==> src/include/fetch_cfg.svh <==
`ifndef FETCH_CFG_SVH
`define FETCH_CFG_SVH

// instructions per fetch group and per output cycle
`define FETCH_NUM 2

// instruction queue shape
`define IQ_DEPTH 4
`define IQ_CHANNEL 4

// btb lines, indexed by pc[6:3]
`define BTB_ENTRIES 16

// first fetch address after reset or flush
`define RESET_VECTOR 32'hbfc00000

// credits granted by the back end, and the counter width
`define FETCH_CREDITS 6
`define CREDIT_WIDTH 3

`endif
==> src/design/branch_pkg.sv <==
`default_nettype none

package branch_pkg;

	typedef logic [31:0] virt_t;

	// control-flow kind as seen by the predecoder and the back end
	typedef enum logic [1:0] {
		CF_NONE   = 2'd0,
		CF_BRANCH = 2'd1,
		CF_JUMP   = 2'd2
	} cf_kind_t;

	// btb prediction for one fetch group
	typedef struct packed {
		logic     valid;
		logic     taken;
		virt_t    target;
		cf_kind_t cf;
		// which word of the pair the prediction sits on
		logic     slot;
	} branch_predict_t;

	// resolution reported by the back end
	typedef struct packed {
		logic     valid;
		logic     mispredict;
		logic     taken;
		virt_t    pc;
		virt_t    target;
		cf_kind_t cf;
	} branch_resolved_t;

	// correction raised by the front end itself
	typedef struct packed {
		logic  mispredict;
		virt_t pc;
		virt_t target;
	} presolved_t;

endpackage

`default_nettype wire

==> src/design/fetch_pkg.sv <==
`include "fetch_cfg.svh"
`default_nettype none

package fetch_pkg;

	localparam int GROUP_ALIGN = $clog2(`FETCH_NUM) + 2;

	// one queued instruction
	typedef struct packed {
		logic                        valid;
		branch_pkg::virt_t           vaddr;
		logic [31:0]                 instr;
		branch_pkg::branch_predict_t pred;
	} fetch_entry_t;

	// entries of one fetch group, slot 0 first
	typedef fetch_entry_t fetch_group_t [`FETCH_NUM];

	// entry count for push and pop, 0 to 2
	typedef logic [1:0] fetch_cnt_t;

	// address of the aligned pair holding pc
	function automatic branch_pkg::virt_t group_base(input branch_pkg::virt_t pc);
		return {pc[31:GROUP_ALIGN], {GROUP_ALIGN{1'b0}}};
	endfunction

	// word position of pc inside its pair
	function automatic logic slot_of(input branch_pkg::virt_t pc);
		return pc[2];
	endfunction

endpackage

`default_nettype wire

==> src/design/instr_fetch.sv <==
`include "fetch_cfg.svh"
`default_nettype none

module instr_fetch (
	input  wire                               clk,
	input  wire                               rst_n_i,
	input  wire                               flush_i,
	input  wire                               except_valid_i,
	input  wire branch_pkg::virt_t            except_vec_i,
	input  wire branch_pkg::branch_resolved_t resolved_i,
	input  wire [32*`FETCH_NUM-1:0]           imem_data_i,
	input  wire [1:0]                         credit_return_i,
	output logic                              imem_req_o,
	output branch_pkg::virt_t                 imem_addr_o,
	output logic [`FETCH_NUM-1:0]             fetch_valid_o,
	output branch_pkg::virt_t [`FETCH_NUM-1:0] fetch_vaddr_o,
	output logic [`FETCH_NUM-1:0][31:0]       fetch_instr_o,
	output logic [`FETCH_NUM-1:0]             fetch_pred_taken_o,
	output branch_pkg::virt_t [`FETCH_NUM-1:0] fetch_pred_target_o
);
	import branch_pkg::*;
	import fetch_pkg::*;

	localparam int CW = `CREDIT_WIDTH;

	logic                      ext_redirect;
	virt_t                     ext_pc;
	logic                      kill_s1;
	logic                      kill_s2;
	virt_t                     pc_s1;
	logic                      pc_valid_s1;
	logic                      s2_valid_q;
	virt_t                     s2_pc_q;
	branch_predict_t           bp_s2;
	logic                      predict_fire;
	fetch_group_t              raw_s2;
	fetch_group_t              s2_group;
	fetch_group_t              s3_group_q;
	fetch_group_t              push_group;
	cf_kind_t [`FETCH_NUM-1:0] kind_s3;
	logic [`FETCH_NUM-1:0]     bad_taken;
	presolved_t                presolve;
	logic                      presolve_fire;
	logic                      replay_fire;
	fetch_cnt_t                push_num;
	logic                      queue_full;
	fetch_group_t              pop_group;
	logic [`FETCH_NUM-1:0]     pop_valid;
	fetch_cnt_t                pop_avail;
	fetch_cnt_t                pop_num;
	logic [CW-1:0]             credits_q;

	// exception first, then mispredict, a lone flush restarts
	always_comb begin
		ext_redirect = flush_i | except_valid_i | (resolved_i.valid & resolved_i.mispredict);
		if (except_valid_i) begin
			ext_pc = except_vec_i;
		end else if (resolved_i.valid && resolved_i.mispredict) begin
			ext_pc = resolved_i.target;
		end else begin
			ext_pc = `RESET_VECTOR;
		end
	end

	assign kill_s2 = ext_redirect | presolve_fire | replay_fire;
	assign kill_s1 = kill_s2 | predict_fire;

	pc_generator u_pc_gen (
		.clk,
		.rst_n_i,
		.redirect_i    (ext_redirect | presolve_fire),
		.redirect_pc_i (ext_redirect ? ext_pc : presolve.target),
		.predict_i     (predict_fire),
		.predict_pc_i  (bp_s2.target),
		.replay_i      (replay_fire),
		.replay_pc_i   (s3_group_q[0].vaddr),
		.pc_o          (pc_s1),
		.pc_valid_o    (pc_valid_s1)
	);

	assign imem_req_o  = pc_valid_s1 & ~kill_s1;
	assign imem_addr_o = group_base(pc_s1);

	// table read skipped when nothing is requested
	branch_predictor u_bpu (
		.clk,
		.rst_n_i,
		.lookup_pc_i (pc_s1),
		.hold_i      (~imem_req_o),
		.update_i    (resolved_i),
		.predict_o   (bp_s2)
	);

	always_ff @(posedge clk) begin
		if (!rst_n_i) begin
			s2_valid_q <= 1'b0;
		end else begin
			s2_valid_q <= imem_req_o;
		end
	end

	always_ff @(posedge clk) begin
		s2_pc_q <= pc_s1;
	end

	assign predict_fire = s2_valid_q & bp_s2.valid & bp_s2.taken;

	always_comb begin
		for (int i = 0; i < `FETCH_NUM; i++) begin
			raw_s2[i].vaddr      = group_base(s2_pc_q) + 32'(4 * i);
			raw_s2[i].instr      = imem_data_i[32*i +: 32];
			raw_s2[i].pred       = bp_s2;
			raw_s2[i].pred.valid = bp_s2.valid && (int'(bp_s2.slot) == i);
		end
		raw_s2[0].valid = s2_valid_q & ~slot_of(s2_pc_q);
		// nothing behind a taken slot 0
		raw_s2[1].valid = s2_valid_q & ~(bp_s2.valid & bp_s2.taken & ~bp_s2.slot);

		// first fetched word always lands in entry 0
		if (raw_s2[0].valid) begin
			s2_group = raw_s2;
		end else begin
			s2_group[0]       = raw_s2[1];
			s2_group[1]       = raw_s2[1];
			s2_group[1].valid = 1'b0;
		end
	end

	always_ff @(posedge clk) begin
		if (!rst_n_i || kill_s2) begin
			for (int i = 0; i < `FETCH_NUM; i++) begin
				s3_group_q[i].valid <= 1'b0;
			end
		end else begin
			s3_group_q <= s2_group;
		end
	end

	for (genvar i = 0; i < `FETCH_NUM; i++) begin : g_predecode
		branch_predecode u_predecode (
			.instr_i (s3_group_q[i].instr),
			.kind_o  (kind_s3[i]),
			.imm_o   ()
		);
	end

	// drop predictions on plain instructions, refetch after a taken one
	always_comb begin
		push_group = s3_group_q;
		for (int i = 0; i < `FETCH_NUM; i++) begin
			bad_taken[i] = s3_group_q[i].valid & s3_group_q[i].pred.valid &
				s3_group_q[i].pred.taken & (kind_s3[i] == CF_NONE);
			if (s3_group_q[i].valid && s3_group_q[i].pred.valid && kind_s3[i] == CF_NONE) begin
				push_group[i].pred.valid = 1'b0;
				push_group[i].pred.taken = 1'b0;
			end
		end
		presolve.mispredict = |bad_taken;
		presolve.pc         = bad_taken[0] ? s3_group_q[0].vaddr : s3_group_q[1].vaddr;
		presolve.target     = presolve.pc + 32'd4;
	end

	// no room for the group, fetch it again
	assign replay_fire   = s3_group_q[0].valid & queue_full;
	assign presolve_fire = presolve.mispredict & ~replay_fire;
	assign push_num      = (ext_redirect || replay_fire) ? '0 :
		fetch_cnt_t'(s3_group_q[0].valid) + fetch_cnt_t'(s3_group_q[1].valid);

	multi_queue #(
		.dtype (fetch_entry_t)
	) u_iq (
		.clk,
		.rst_n_i,
		.flush_i     (ext_redirect),
		.push_num_i  (push_num),
		.push_data_i (push_group),
		.pop_num_i   (pop_num),
		.full_o      (queue_full),
		.pop_data_o  (pop_group),
		.pop_valid_o (pop_valid)
	);

	// deliver what is queued, bounded by credits held
	assign pop_avail = fetch_cnt_t'(pop_valid[0]) + fetch_cnt_t'(pop_valid[1]);
	assign pop_num   = (CW'(pop_avail) <= credits_q) ? pop_avail : fetch_cnt_t'(credits_q);

	always_ff @(posedge clk) begin
		if (!rst_n_i) begin
			credits_q <= CW'(`FETCH_CREDITS);
		end else begin
			credits_q <= credits_q - CW'(pop_num) + CW'(credit_return_i);
		end
	end

	always_comb begin
		for (int i = 0; i < `FETCH_NUM; i++) begin
			fetch_valid_o[i]       = i < int'(pop_num);
			fetch_vaddr_o[i]       = pop_group[i].vaddr;
			fetch_instr_o[i]       = pop_group[i].instr;
			fetch_pred_taken_o[i]  = pop_group[i].pred.valid & pop_group[i].pred.taken;
			fetch_pred_target_o[i] = pop_group[i].pred.target;
		end
	end

	credits_in_range: assert property (@(posedge clk) disable iff (!rst_n_i)
		credits_q <= CW'(`FETCH_CREDITS));

endmodule

`default_nettype wire

==> src/design/multi_queue.sv <==
`include "fetch_cfg.svh"
`default_nettype none

module multi_queue #(
	parameter type dtype   = fetch_pkg::fetch_entry_t,
	parameter int  CHANNEL = `IQ_CHANNEL,
	parameter int  DEPTH   = `IQ_DEPTH
) (
	input  wire                        clk,
	input  wire                        rst_n_i,
	input  wire                        flush_i,
	input  wire fetch_pkg::fetch_cnt_t push_num_i,
	input  wire dtype                  push_data_i [`FETCH_NUM],
	input  wire fetch_pkg::fetch_cnt_t pop_num_i,
	output logic                       full_o,
	output dtype                       pop_data_o [`FETCH_NUM],
	output logic [`FETCH_NUM-1:0]      pop_valid_o
);
	localparam int TOTAL = CHANNEL * DEPTH;
	localparam int CW    = $clog2(CHANNEL);
	localparam int PW    = $clog2(TOTAL);
	localparam int NW    = $clog2(TOTAL + 1);

	// one bank per channel, consecutive entries go to consecutive banks
	dtype          mem [CHANNEL][DEPTH];
	logic [PW-1:0] wr_ptr_q;
	logic [PW-1:0] rd_ptr_q;
	logic [NW-1:0] count_q;
	logic [PW-1:0] wr_addr [`FETCH_NUM];
	logic [PW-1:0] rd_addr [`FETCH_NUM];

	always_comb begin
		for (int k = 0; k < `FETCH_NUM; k++) begin
			wr_addr[k] = wr_ptr_q + PW'(k);
			rd_addr[k] = rd_ptr_q + PW'(k);
		end
	end

	// low pointer bits pick the bank, high bits the row
	always_ff @(posedge clk) begin
		for (int k = 0; k < `FETCH_NUM; k++) begin
			if (k < int'(push_num_i)) begin
				mem[wr_addr[k][CW-1:0]][wr_addr[k][PW-1:CW]] <= push_data_i[k];
			end
		end
	end

	always_ff @(posedge clk) begin
		if (!rst_n_i || flush_i) begin
			wr_ptr_q <= '0;
			rd_ptr_q <= '0;
			count_q  <= '0;
		end else begin
			wr_ptr_q <= wr_ptr_q + PW'(push_num_i);
			rd_ptr_q <= rd_ptr_q + PW'(pop_num_i);
			count_q  <= count_q + NW'(push_num_i) - NW'(pop_num_i);
		end
	end

	always_comb begin
		for (int k = 0; k < `FETCH_NUM; k++) begin
			pop_data_o[k]  = mem[rd_addr[k][CW-1:0]][rd_addr[k][PW-1:CW]];
			pop_valid_o[k] = count_q > NW'(k);
		end
	end

	// full leaves no room for a whole group
	assign full_o = (NW'(TOTAL) - count_q) < NW'(`FETCH_NUM);

	pop_within_count: assert property (@(posedge clk) disable iff (!rst_n_i)
		NW'(pop_num_i) <= count_q);

	no_push_when_full: assert property (@(posedge clk) disable iff (!rst_n_i)
		push_num_i != '0 |-> !full_o);

endmodule

`default_nettype wire

==> src/design/branch_predecode.sv <==
`default_nettype none

module branch_predecode (
	input  wire [31:0]           instr_i,
	output branch_pkg::cf_kind_t kind_o,
	output branch_pkg::virt_t    imm_o
);
	import branch_pkg::*;

	logic [5:0] opcode;
	logic [5:0] funct;
	logic [4:0] rt;
	virt_t      branch_offset;
	virt_t      jump_index;

	assign opcode = instr_i[31:26];
	assign funct  = instr_i[5:0];
	assign rt     = instr_i[20:16];
	// word offset, sign extended
	assign branch_offset = {{14{instr_i[15]}}, instr_i[15:0], 2'b00};
	// low 28 bits of a j/jal target
	assign jump_index    = {4'b0000, instr_i[25:0], 2'b00};

	always_comb begin
		kind_o = CF_NONE;
		imm_o  = '0;
		case (opcode)
			6'b000100, 6'b000101, 6'b000110, 6'b000111: begin
				kind_o = CF_BRANCH;
				imm_o  = branch_offset;
			end
			// regimm: bltz, bgez, bltzal, bgezal
			6'b000001: begin
				if (rt inside {5'b00000, 5'b00001, 5'b10000, 5'b10001}) begin
					kind_o = CF_BRANCH;
					imm_o  = branch_offset;
				end
			end
			6'b000010, 6'b000011: begin
				kind_o = CF_JUMP;
				imm_o  = jump_index;
			end
			// jr and jalr take the target from a register
			6'b000000: begin
				if (funct == 6'b001000 || funct == 6'b001001) begin
					kind_o = CF_JUMP;
				end
			end
			default: begin
				kind_o = CF_NONE;
			end
		endcase
	end

endmodule

`default_nettype wire

==> src/design/branch_predictor.sv <==
`include "fetch_cfg.svh"
`default_nettype none

module branch_predictor (
	input  wire                               clk,
	input  wire                               rst_n_i,
	input  wire branch_pkg::virt_t            lookup_pc_i,
	input  wire                               hold_i,
	input  wire branch_pkg::branch_resolved_t update_i,
	output branch_pkg::branch_predict_t       predict_o
);
	import branch_pkg::*;
	import fetch_pkg::*;

	localparam int IDX_W   = $clog2(`BTB_ENTRIES);
	localparam int TAG_LSB = 3 + IDX_W;

	typedef struct packed {
		logic [31:TAG_LSB] tag;
		virt_t             target;
		cf_kind_t          kind;
		logic              slot;
		logic              taken;
	} btb_line_t;

	btb_line_t               btb_mem [`BTB_ENTRIES];
	logic [`BTB_ENTRIES-1:0] btb_valid_q;
	logic [IDX_W-1:0]        lookup_idx;
	logic [IDX_W-1:0]        update_idx;
	btb_line_t               lookup_line;
	logic                    lookup_hit;
	branch_predict_t         lookup_result;

	assign lookup_idx  = lookup_pc_i[TAG_LSB-1:3];
	assign update_idx  = update_i.pc[TAG_LSB-1:3];
	assign lookup_line = btb_mem[lookup_idx];
	assign lookup_hit  = btb_valid_q[lookup_idx] &&
		(lookup_line.tag == lookup_pc_i[31:TAG_LSB]);

	always_comb begin
		lookup_result.valid  = lookup_hit;
		// a branch behind the fetch pc in the pair is not ours to follow
		lookup_result.taken  = lookup_hit && lookup_line.taken &&
			(lookup_line.slot >= slot_of(lookup_pc_i));
		lookup_result.target = lookup_line.target;
		lookup_result.cf     = lookup_line.kind;
		lookup_result.slot   = lookup_line.slot;
	end

	// result lines up with s2
	always_ff @(posedge clk) begin
		if (!rst_n_i) begin
			predict_o <= '0;
		end else if (!hold_i) begin
			predict_o <= lookup_result;
		end
	end

	always_ff @(posedge clk) begin
		if (update_i.valid) begin
			btb_mem[update_idx].tag    <= update_i.pc[31:TAG_LSB];
			btb_mem[update_idx].target <= update_i.target;
			btb_mem[update_idx].kind   <= update_i.cf;
			btb_mem[update_idx].slot   <= slot_of(update_i.pc);
			btb_mem[update_idx].taken  <= update_i.taken;
		end
	end

	always_ff @(posedge clk) begin
		if (!rst_n_i) begin
			btb_valid_q <= '0;
		end else if (update_i.valid) begin
			btb_valid_q[update_idx] <= 1'b1;
		end
	end

	same_index_known: assert property (@(posedge clk) disable iff (!rst_n_i)
		(update_i.valid && !hold_i && update_idx == lookup_idx) |->
		!$isunknown({update_i.pc, lookup_pc_i}));

endmodule

`default_nettype wire

==> src/design/pc_generator.sv <==
`include "fetch_cfg.svh"
`default_nettype none

module pc_generator (
	input  wire                    clk,
	input  wire                    rst_n_i,
	input  wire                    redirect_i,
	input  wire branch_pkg::virt_t redirect_pc_i,
	input  wire                    predict_i,
	input  wire branch_pkg::virt_t predict_pc_i,
	input  wire                    replay_i,
	input  wire branch_pkg::virt_t replay_pc_i,
	output branch_pkg::virt_t      pc_o,
	output logic                   pc_valid_o
);
	import branch_pkg::*;
	import fetch_pkg::*;

	virt_t pc_d;

	// redirect beats replay, replay beats the btb
	always_comb begin
		if (redirect_i) begin
			pc_d = redirect_pc_i;
		end else if (replay_i) begin
			pc_d = replay_pc_i;
		end else if (predict_i) begin
			pc_d = predict_pc_i;
		end else begin
			pc_d = group_base(pc_o) + 32'd8;
		end
	end

	always_ff @(posedge clk) begin
		if (!rst_n_i) begin
			pc_o       <= `RESET_VECTOR;
			pc_valid_o <= 1'b0;
		end else begin
			pc_valid_o <= 1'b1;
			// first valid cycle fetches the reset vector itself
			if (pc_valid_o || redirect_i) begin
				pc_o <= pc_d;
			end
		end
	end

	pc_word_aligned: assert property (@(posedge clk) disable iff (!rst_n_i)
		pc_valid_o |-> pc_o[1:0] == 2'b00);

endmodule

`default_nettype wire

==> config.mk <==
export PLATFORM = sky130hd
export DESIGN_NAME = instr_fetch
export DESIGN_NICKNAME = d
export VERILOG_FILES = /design/src/design/branch_pkg.sv /design/src/design/fetch_pkg.sv /design/src/design/instr_fetch.sv /design/src/design/multi_queue.sv /design/src/design/branch_predecode.sv /design/src/design/branch_predictor.sv /design/src/design/pc_generator.sv
export VERILOG_INCLUDE_DIRS = /design/src /design/src/include
export SDC_FILE = /design/constraint.sdc
export NUM_CORES = 2
export LEC_CHECK = 0
export BUFFER_PORTS_ARGS = -buffer_cell sky130_fd_sc_hd__buf_2
export CAP_MARGIN = 20
export CORE_MARGIN = 4
export CORE_UTILIZATION = 40
export DETAILED_ROUTE_END_ITERATION = 8
export MAX_ROUTING_LAYER = met4
export SLEW_MARGIN = 10
export SYNTH_ARGS = -nofsm -noshare
export SYNTH_HDL_FRONTEND = slang
export SYNTH_SLANG_ARGS = --single-unit
export TNS_END_PERCENT = 50
==> constraint.sdc <==
create_clock -name clk -period 15.5 [get_ports clk]
set_clock_uncertainty 0.1 [all_clocks]
set_input_delay 1.55 -clock clk [delete_from_list [all_inputs] [get_ports clk]]
set_output_delay 1.55 -clock clk [all_outputs]
set_load 0.005 [all_outputs]
Yosys cells after proc, flatten, opt, wreduce, memory -nomap -nowiden
Memory sizes are Yosys's and may differ from the RTL's. A register that Yosys moved wholly into a read port is not among the register bits.
Index checks and enable logic that the tools add are counted.
Widths: inputs -> output; s select.

storage, ports and cells
  register bits = 339
  bits in writable memories = 2,608
  input bits = 171
  output and inout bits = 229
  word-level logic and storage cells = 201
  memories = 2

memories
  memory         depth  bits a word  rd ports  clocked after Yosys merged registers in  wr ports  line                    text
  u_iq.mem       4      408          2         1                                        2         multi_queue.sv:25       dtype mem [CHANNEL][DEPTH];
  u_bpu.btb_mem  16     61           1         1                                        1         branch_predictor.sv:26  btb_line_t btb_mem [`BTB_ENTRIES];

operators by class
  add/subtract/negate cells = 14
  $lt $le $gt $ge = 18
  equal/unequal tests = 25
  mux-type cells = 42
  bitwise logic cells = 35
  reduce and logical (&&, ||, !) cells = 34

operators with widths
  kind                   number
  $mux 408               2
  $bmux 102 s2           2
  $demux 102 s2          2
  $mux 101               4
  $mux 32                7
  $mux 102               2
  $mux 204               1
  $add 32x3->32 const B  2
  $eq 6x3->1 const B     8
  $add 32x4->32 const B  1
  $eq 25x25->1           1
  $eq 6x2->1 const B     4
  $eq 6x4->1 const B     4
  $eq 5x5->1 const B     4
  $and 1x1->1            18
  $or 16x16->16          1
  $pmux 2 s4             2
  $mux 2                 7
  $logic_and 1x1->1      13
  $eq 6x1->1 const B     2
  $ge 3x3->1 const B     4
  $logic_not 6->1        2
  $not 2->3              4
  $eq 5x1->1 const B     2
  29 further kinds       69

Logic depth before layout (Yosys ltp)
  depth in word-level cells = 13
  mapped depth = 20
  gate-level depth less buffers = 20

By module
From an unflattened synthesis, not the netlist that was laid out.

unflattened totals
  cell total of the unflattened synthesis = 8,400
  area, all modules = 144,800.1 um^2

by module, submodules not included
  module            times used  cells an instance  area an instance (um^2)
  multi_queue       1           5,608              94,912.3
  branch_predictor  1           1,820              39,997.1
  instr_fetch       1           501                6,533.8
  pc_generator      1           349                2,573.7
  branch_predecode  2           61                 391.6

Least setup slack after synthesis
No wires, ideal clock.

  path type = input to register
  from = input resolved_i[68] (netlist bit)
  to = register s3_group_q, in the netlist push_group[203]
  library setup time = 0.112 ns
  data arrival time = 11.906 ns
  required time = 15.288 ns
  path slack = 3.382 ns
  cell stages on the path = 5
  buffers on the path = 1
  cell sequence = clkbuf_1 a211oi_1 nand2_1 nor3_1 and3_1

between the ends
  word-level cells in the longest chain between the ends = 5

RTL lines
  element                  line                text
  start, declared          instr_fetch.sv:10   input wire branch_pkg::branch_resolved_t resolved_i,
  $and 1x1->1              instr_fetch.sv:55   ext_redirect = flush_i | except_valid_i | (resolved_i.valid & resolved_i.mispredict);
  $or 1x1->1               instr_fetch.sv:55
  $or 1x1->1 (2 in a row)  instr_fetch.sv:65   assign kill_s2 = ext_redirect | presolve_fire | replay_fire;
  $logic_or 1x1->1         instr_fetch.sv:130  if (!rst_n_i || kill_s2) begin
  end signal, assigned     instr_fetch.sv:135  s3_group_q <= s2_group;
  end, declared            instr_fetch.sv:38   fetch_group_t s3_group_q;

No other way between the ends.
A chain may end at the register's enable or synchronous reset.

==> metrics list <==
* Reported net switching power: 3.43 mW
- In this run the power density over the cells is 113 nW/um^2.
* Synthesized area: 123000 sq um
- Share of final-layout standard cells stronger than drive strength 1: 35.5%
- Fill cell count: 26000
- CTS Hold Buffers Added: 0
- Mean post-synth cell area: 18.6 sq um
- Clock tree sinks: 2744
* Number of maximum-capacitance constraint violations: 0
* Number of storage elements in the synthesis netlist: 2744
- Number of setup buffers added after CTS: 0
- Internal: 12.4 mW
* Relative contribution of the clock network to total power: 43.5%
- Relative to the synthesized area, the layout overhead comes to 13.1%.
* Clock latency reported for the late side of the worst-skew pair: 0.91 ns
* Final Hold Fails: 0
- During I/O placement, the number of pins put on the boundary was 400.
- H-Tree Depth: 5
- The tree is rooted in a sky130_fd_sc_hd__clkbuf_16.
- The die covers 317000 sq um.
- Cell types with the largest area share after synthesis: sky130_fd_sc_hd__edfxtp_1, sky130_fd_sc_hd__mux4_2, sky130_fd_sc_hd__nand2_1
- Wire length of the first global-routing pass: 526 mm
- Headroom to the max-slew limit came out at 21.9%.
* Maximum VDD drop: 0.000110 V
- Commonest cells after routing, fill and taps aside: sky130_fd_sc_hd__edfxtp_1, sky130_fd_sc_hd__mux4_2, sky130_fd_sc_hd__nand2_1
* 1st-iter DRT viols: 8539
* Final min period: 8.03 ns
* Final Setup Violations: 0
- # rows: 203
- HPWL after detailed placement: 209 mm
* CTS-repair resized insts: 0
* Vias in the first global route: 69400
- The critical path is of the reg -> out type.
- Crit path from: u_iq.rd_ptr_q[0]$_SDFF_PP0_
- In this run the worst path has a maximum fanout of 62.
- Number of antenna-violating nets in the routed design: 0
- At the pin with the least slew margin, the transition time is 1.17 ns.
* Logic pwr share: 4.2%
* Global route total overflow: 0
* Initial antenna violation count: 42
- The analysis attributes to cell leakage a power of 43.8 nW.
* DRC violation count after routing: 0
- Sequential cells were found to cover 65.7% of the synthesized design area.
- Once placement finished, the instance area stood at 130000 sq um.
- TritonCTS Buffers: 300
* Final standard cell area without fillers: 139000 sq um
- Core Footprint: 306000 sq um
- Leaving out fill and tap cells, the most frequent cell in the layout is sky130_fd_sc_hd__edfxtp_1.
- Wires add up to 374 mm.
* Initial Util: 40.3%
- The count of pins over their slew limit was 0.
- Number of vias after detailed routing: 69200
* Worst setup path endpoint: fetch_pred_target_o[34]
- TritonCTS clock tree: built
- After routing, the total negative slack on setup checks comes to 0 ns.
- The most used flip-flop cell after synthesis is sky130_fd_sc_hd__edfxtp_1.
- CP arrival: 6.38 ns
- Share of total power consumed by net switching: 21.7%
* Vias per cell: 6.12
- From left edge to right edge, the die measures 563 microns.
- Global routing consumed, over all layers together, 23.8% of the routing resources.
- In this run the critical register-to-register path is launched from u_iq.count_q[2]$_SDFF_PP0_.
- At the end of the flow, the number of nets in the layout was 7149.
- Final Cycle Share: 51.8%
- Number of synthesis warnings: 0
- Worst Path Required: 13.85 ns
* Leading area contributor after synthesis: sky130_fd_sc_hd__edfxtp_1
- The number of different library cells used by synthesis comes to 74.
* Unrepaired setup endpoints after global routing: false
- The clock passes through at most 4 buffers.
- Fmax: 0.125 GHz
* Run status: completed
* FFs w/ async S/R, synth: 0%
* Routed wirelength normalized by instance count: 33.1 microns
- The path class of the tightest hold or removal check is reg -> reg.
* Internal reg-to-reg setup slack: 10.21 ns
* Category of the worst setup path capture point: output pin
- Area share of the largest cell type after synthesis: 63.5%
* Drt first pass iters: 8
- The worst register-to-register path ends at u_iq.mem[0][23]$_DFFE_PP_.
* Pin count of the biggest net entering global routing: 113
* EDFF count, synth: 2609
* Placer congestion estimate: 0.828
- CP startpoint kind: flip-flop
- Clock Pin Slew Worst Setup and Hold Paths: 0.06 ns
- In the synthesized netlist, the number of instances is 6638.
* R2R depth: 13
- The count of buffers added on input and output ports is 386.
* Proportion of power drawn by flip-flops and latches: 52.3%
- Vertical extent of the die: 563 microns
-- worst min path at each step --
stage	slack, ns	end	from	cells past startpoint
after floorplan	0.25	s2_pc_q[11]$_DFF_P_	u_pc_gen.pc_o[11]$_SDFFE_PN0N_	0
after global placement	0.24	s2_pc_q[29]$_DFF_P_	u_pc_gen.pc_o[29]$_SDFFE_PN1N_	0
after detailed placement	0.25	s2_pc_q[29]$_DFF_P_	u_pc_gen.pc_o[29]$_SDFFE_PN1N_	0
after CTS	0.26	push_group[75]$_DFFE_PN_	s2_pc_q[6]$_DFF_P_	0
after global routing	0.27	push_group[75]$_DFFE_PN_	s2_pc_q[6]$_DFF_P_	0
final	0.26	s2_pc_q[29]$_DFF_P_	u_pc_gen.pc_o[29]$_SDFFE_PN1N_	0
-- metrics by stage --
stage | hold WS, ns | cells | power (mW) | utilization (%) | setup slack (ns)
3_3_place_gp | 0.241 | 10700 | 9.05 | 42.5 | 8.24
3_5_place_dp | 0.250 | 10700 | 9.07 | 42.5 | 8.25
4_1_cts | 0.259 | 11300 | 15.9 | 45.5 | 7.30
6_report | 0.257 | 11300 | 15.8 | 45.5 | 7.47
2_1_floorplan | 0.250 | 6644 | 8.79 | - | 3.38
5_1_grt | 0.265 | 11300 | 16.3 | 45.5 | 7.19
-- kinds of logic after synthesis --
kind of cell | count (synthesis) | synth area share (%)
mux | 1544 | 25.1
xor+xnor | 95 | 0.674
other cells | 1 | 0.00304
simple gates | 1288 | 4.29
flops | 2744 | 65.7
compound gates | 345 | 1.90
fa+ha+maj | 28 | 0.321
buf+inv | 593 | 1.99
-- power by group through the flow --
stage                     Clock (mW)  Sequential [mW]  Combinational (mW)
after floorplan                    0             8.35               0.446
after global placement             0             8.40               0.653
after detailed placement           0             8.41               0.663
after CTS                       6.99             8.25               0.666
after global routing            7.31             8.25               0.714
final                           6.87             8.25               0.662
-- sequential cells by signal, summed over array words and instances (netlist names), named ones only --
name / flops
s3_group_q: 3
s2_pc_q: 30
u_pc_gen.pc_o: 30
u_iq.mem: 1536
credits_q: 3
push_group: 128
u_bpu.btb_valid_q: 16
u_iq.rd_ptr_q: 4
u_bpu.btb_mem: 944
s2_valid_q: 1
u_pc_gen.pc_valid_o: 1
u_iq.wr_ptr_q: 4
u_iq.count_q: 5
u_bpu.predict_o: 35
-- Yosys cell counts (all sizes together) (11+ instances only) --
library cell and number:
a211oi 25, a21boi 34, a21oi 67, a222oi 11, a22oi 14, a31oi 11, and2 11, and3 28
buf 186, clkbuf 375, dfxtp 135, edfxtp 2609, ha 22, inv 30, mux2 288, mux2i 44
mux4 1212, nand2 958, nand2b 12, nand3 47, nand4 14, nor2 130, nor2b 14, nor3 28
o21a 19, o21ai 78, or2 14, xnor2 56, xor2 39
-- area by class of cell --
type	count	area, sq um	share of cell area (%)
Antenna cell	26	65.1	0.0466
Clock buffer	393	8000	5.74
Clock inverter	144	1310	0.937
Inverter	32	121	0.0870
Multi-Input combinational cell	3307	40400	28.9
Sequential cell	2744	81100	58.1
Tap cell	4100	5130	3.68
Timing Repair Buffer	565	3410	2.44
-- worst max-delay path, cell delays in order, from the launching register on --
cell and delay [ns]:
sky130_fd_sc_hd__dfxtp_4 0.95, sky130_fd_sc_hd__ha_4 0.68, sky130_fd_sc_hd__buf_4 0.74, sky130_fd_sc_hd__buf_4 0.85, sky130_fd_sc_hd__buf_4 0.89, sky130_fd_sc_hd__mux4_2 0.43, sky130_fd_sc_hd__mux4_2 0.57, sky130_fd_sc_hd__buf_2 0.17
-- metal layers --
metal	vias to the layer above	routed length [microns]	GRT usage, %
met5	-	0	-
met4	0	11900	7.15
met3	698	37800	5.46
met2	3845	176000	36.3
met1	36900	148000	32.2
li1	27800	-	-
Note: power is estimated with default switching activity, not from simulation.
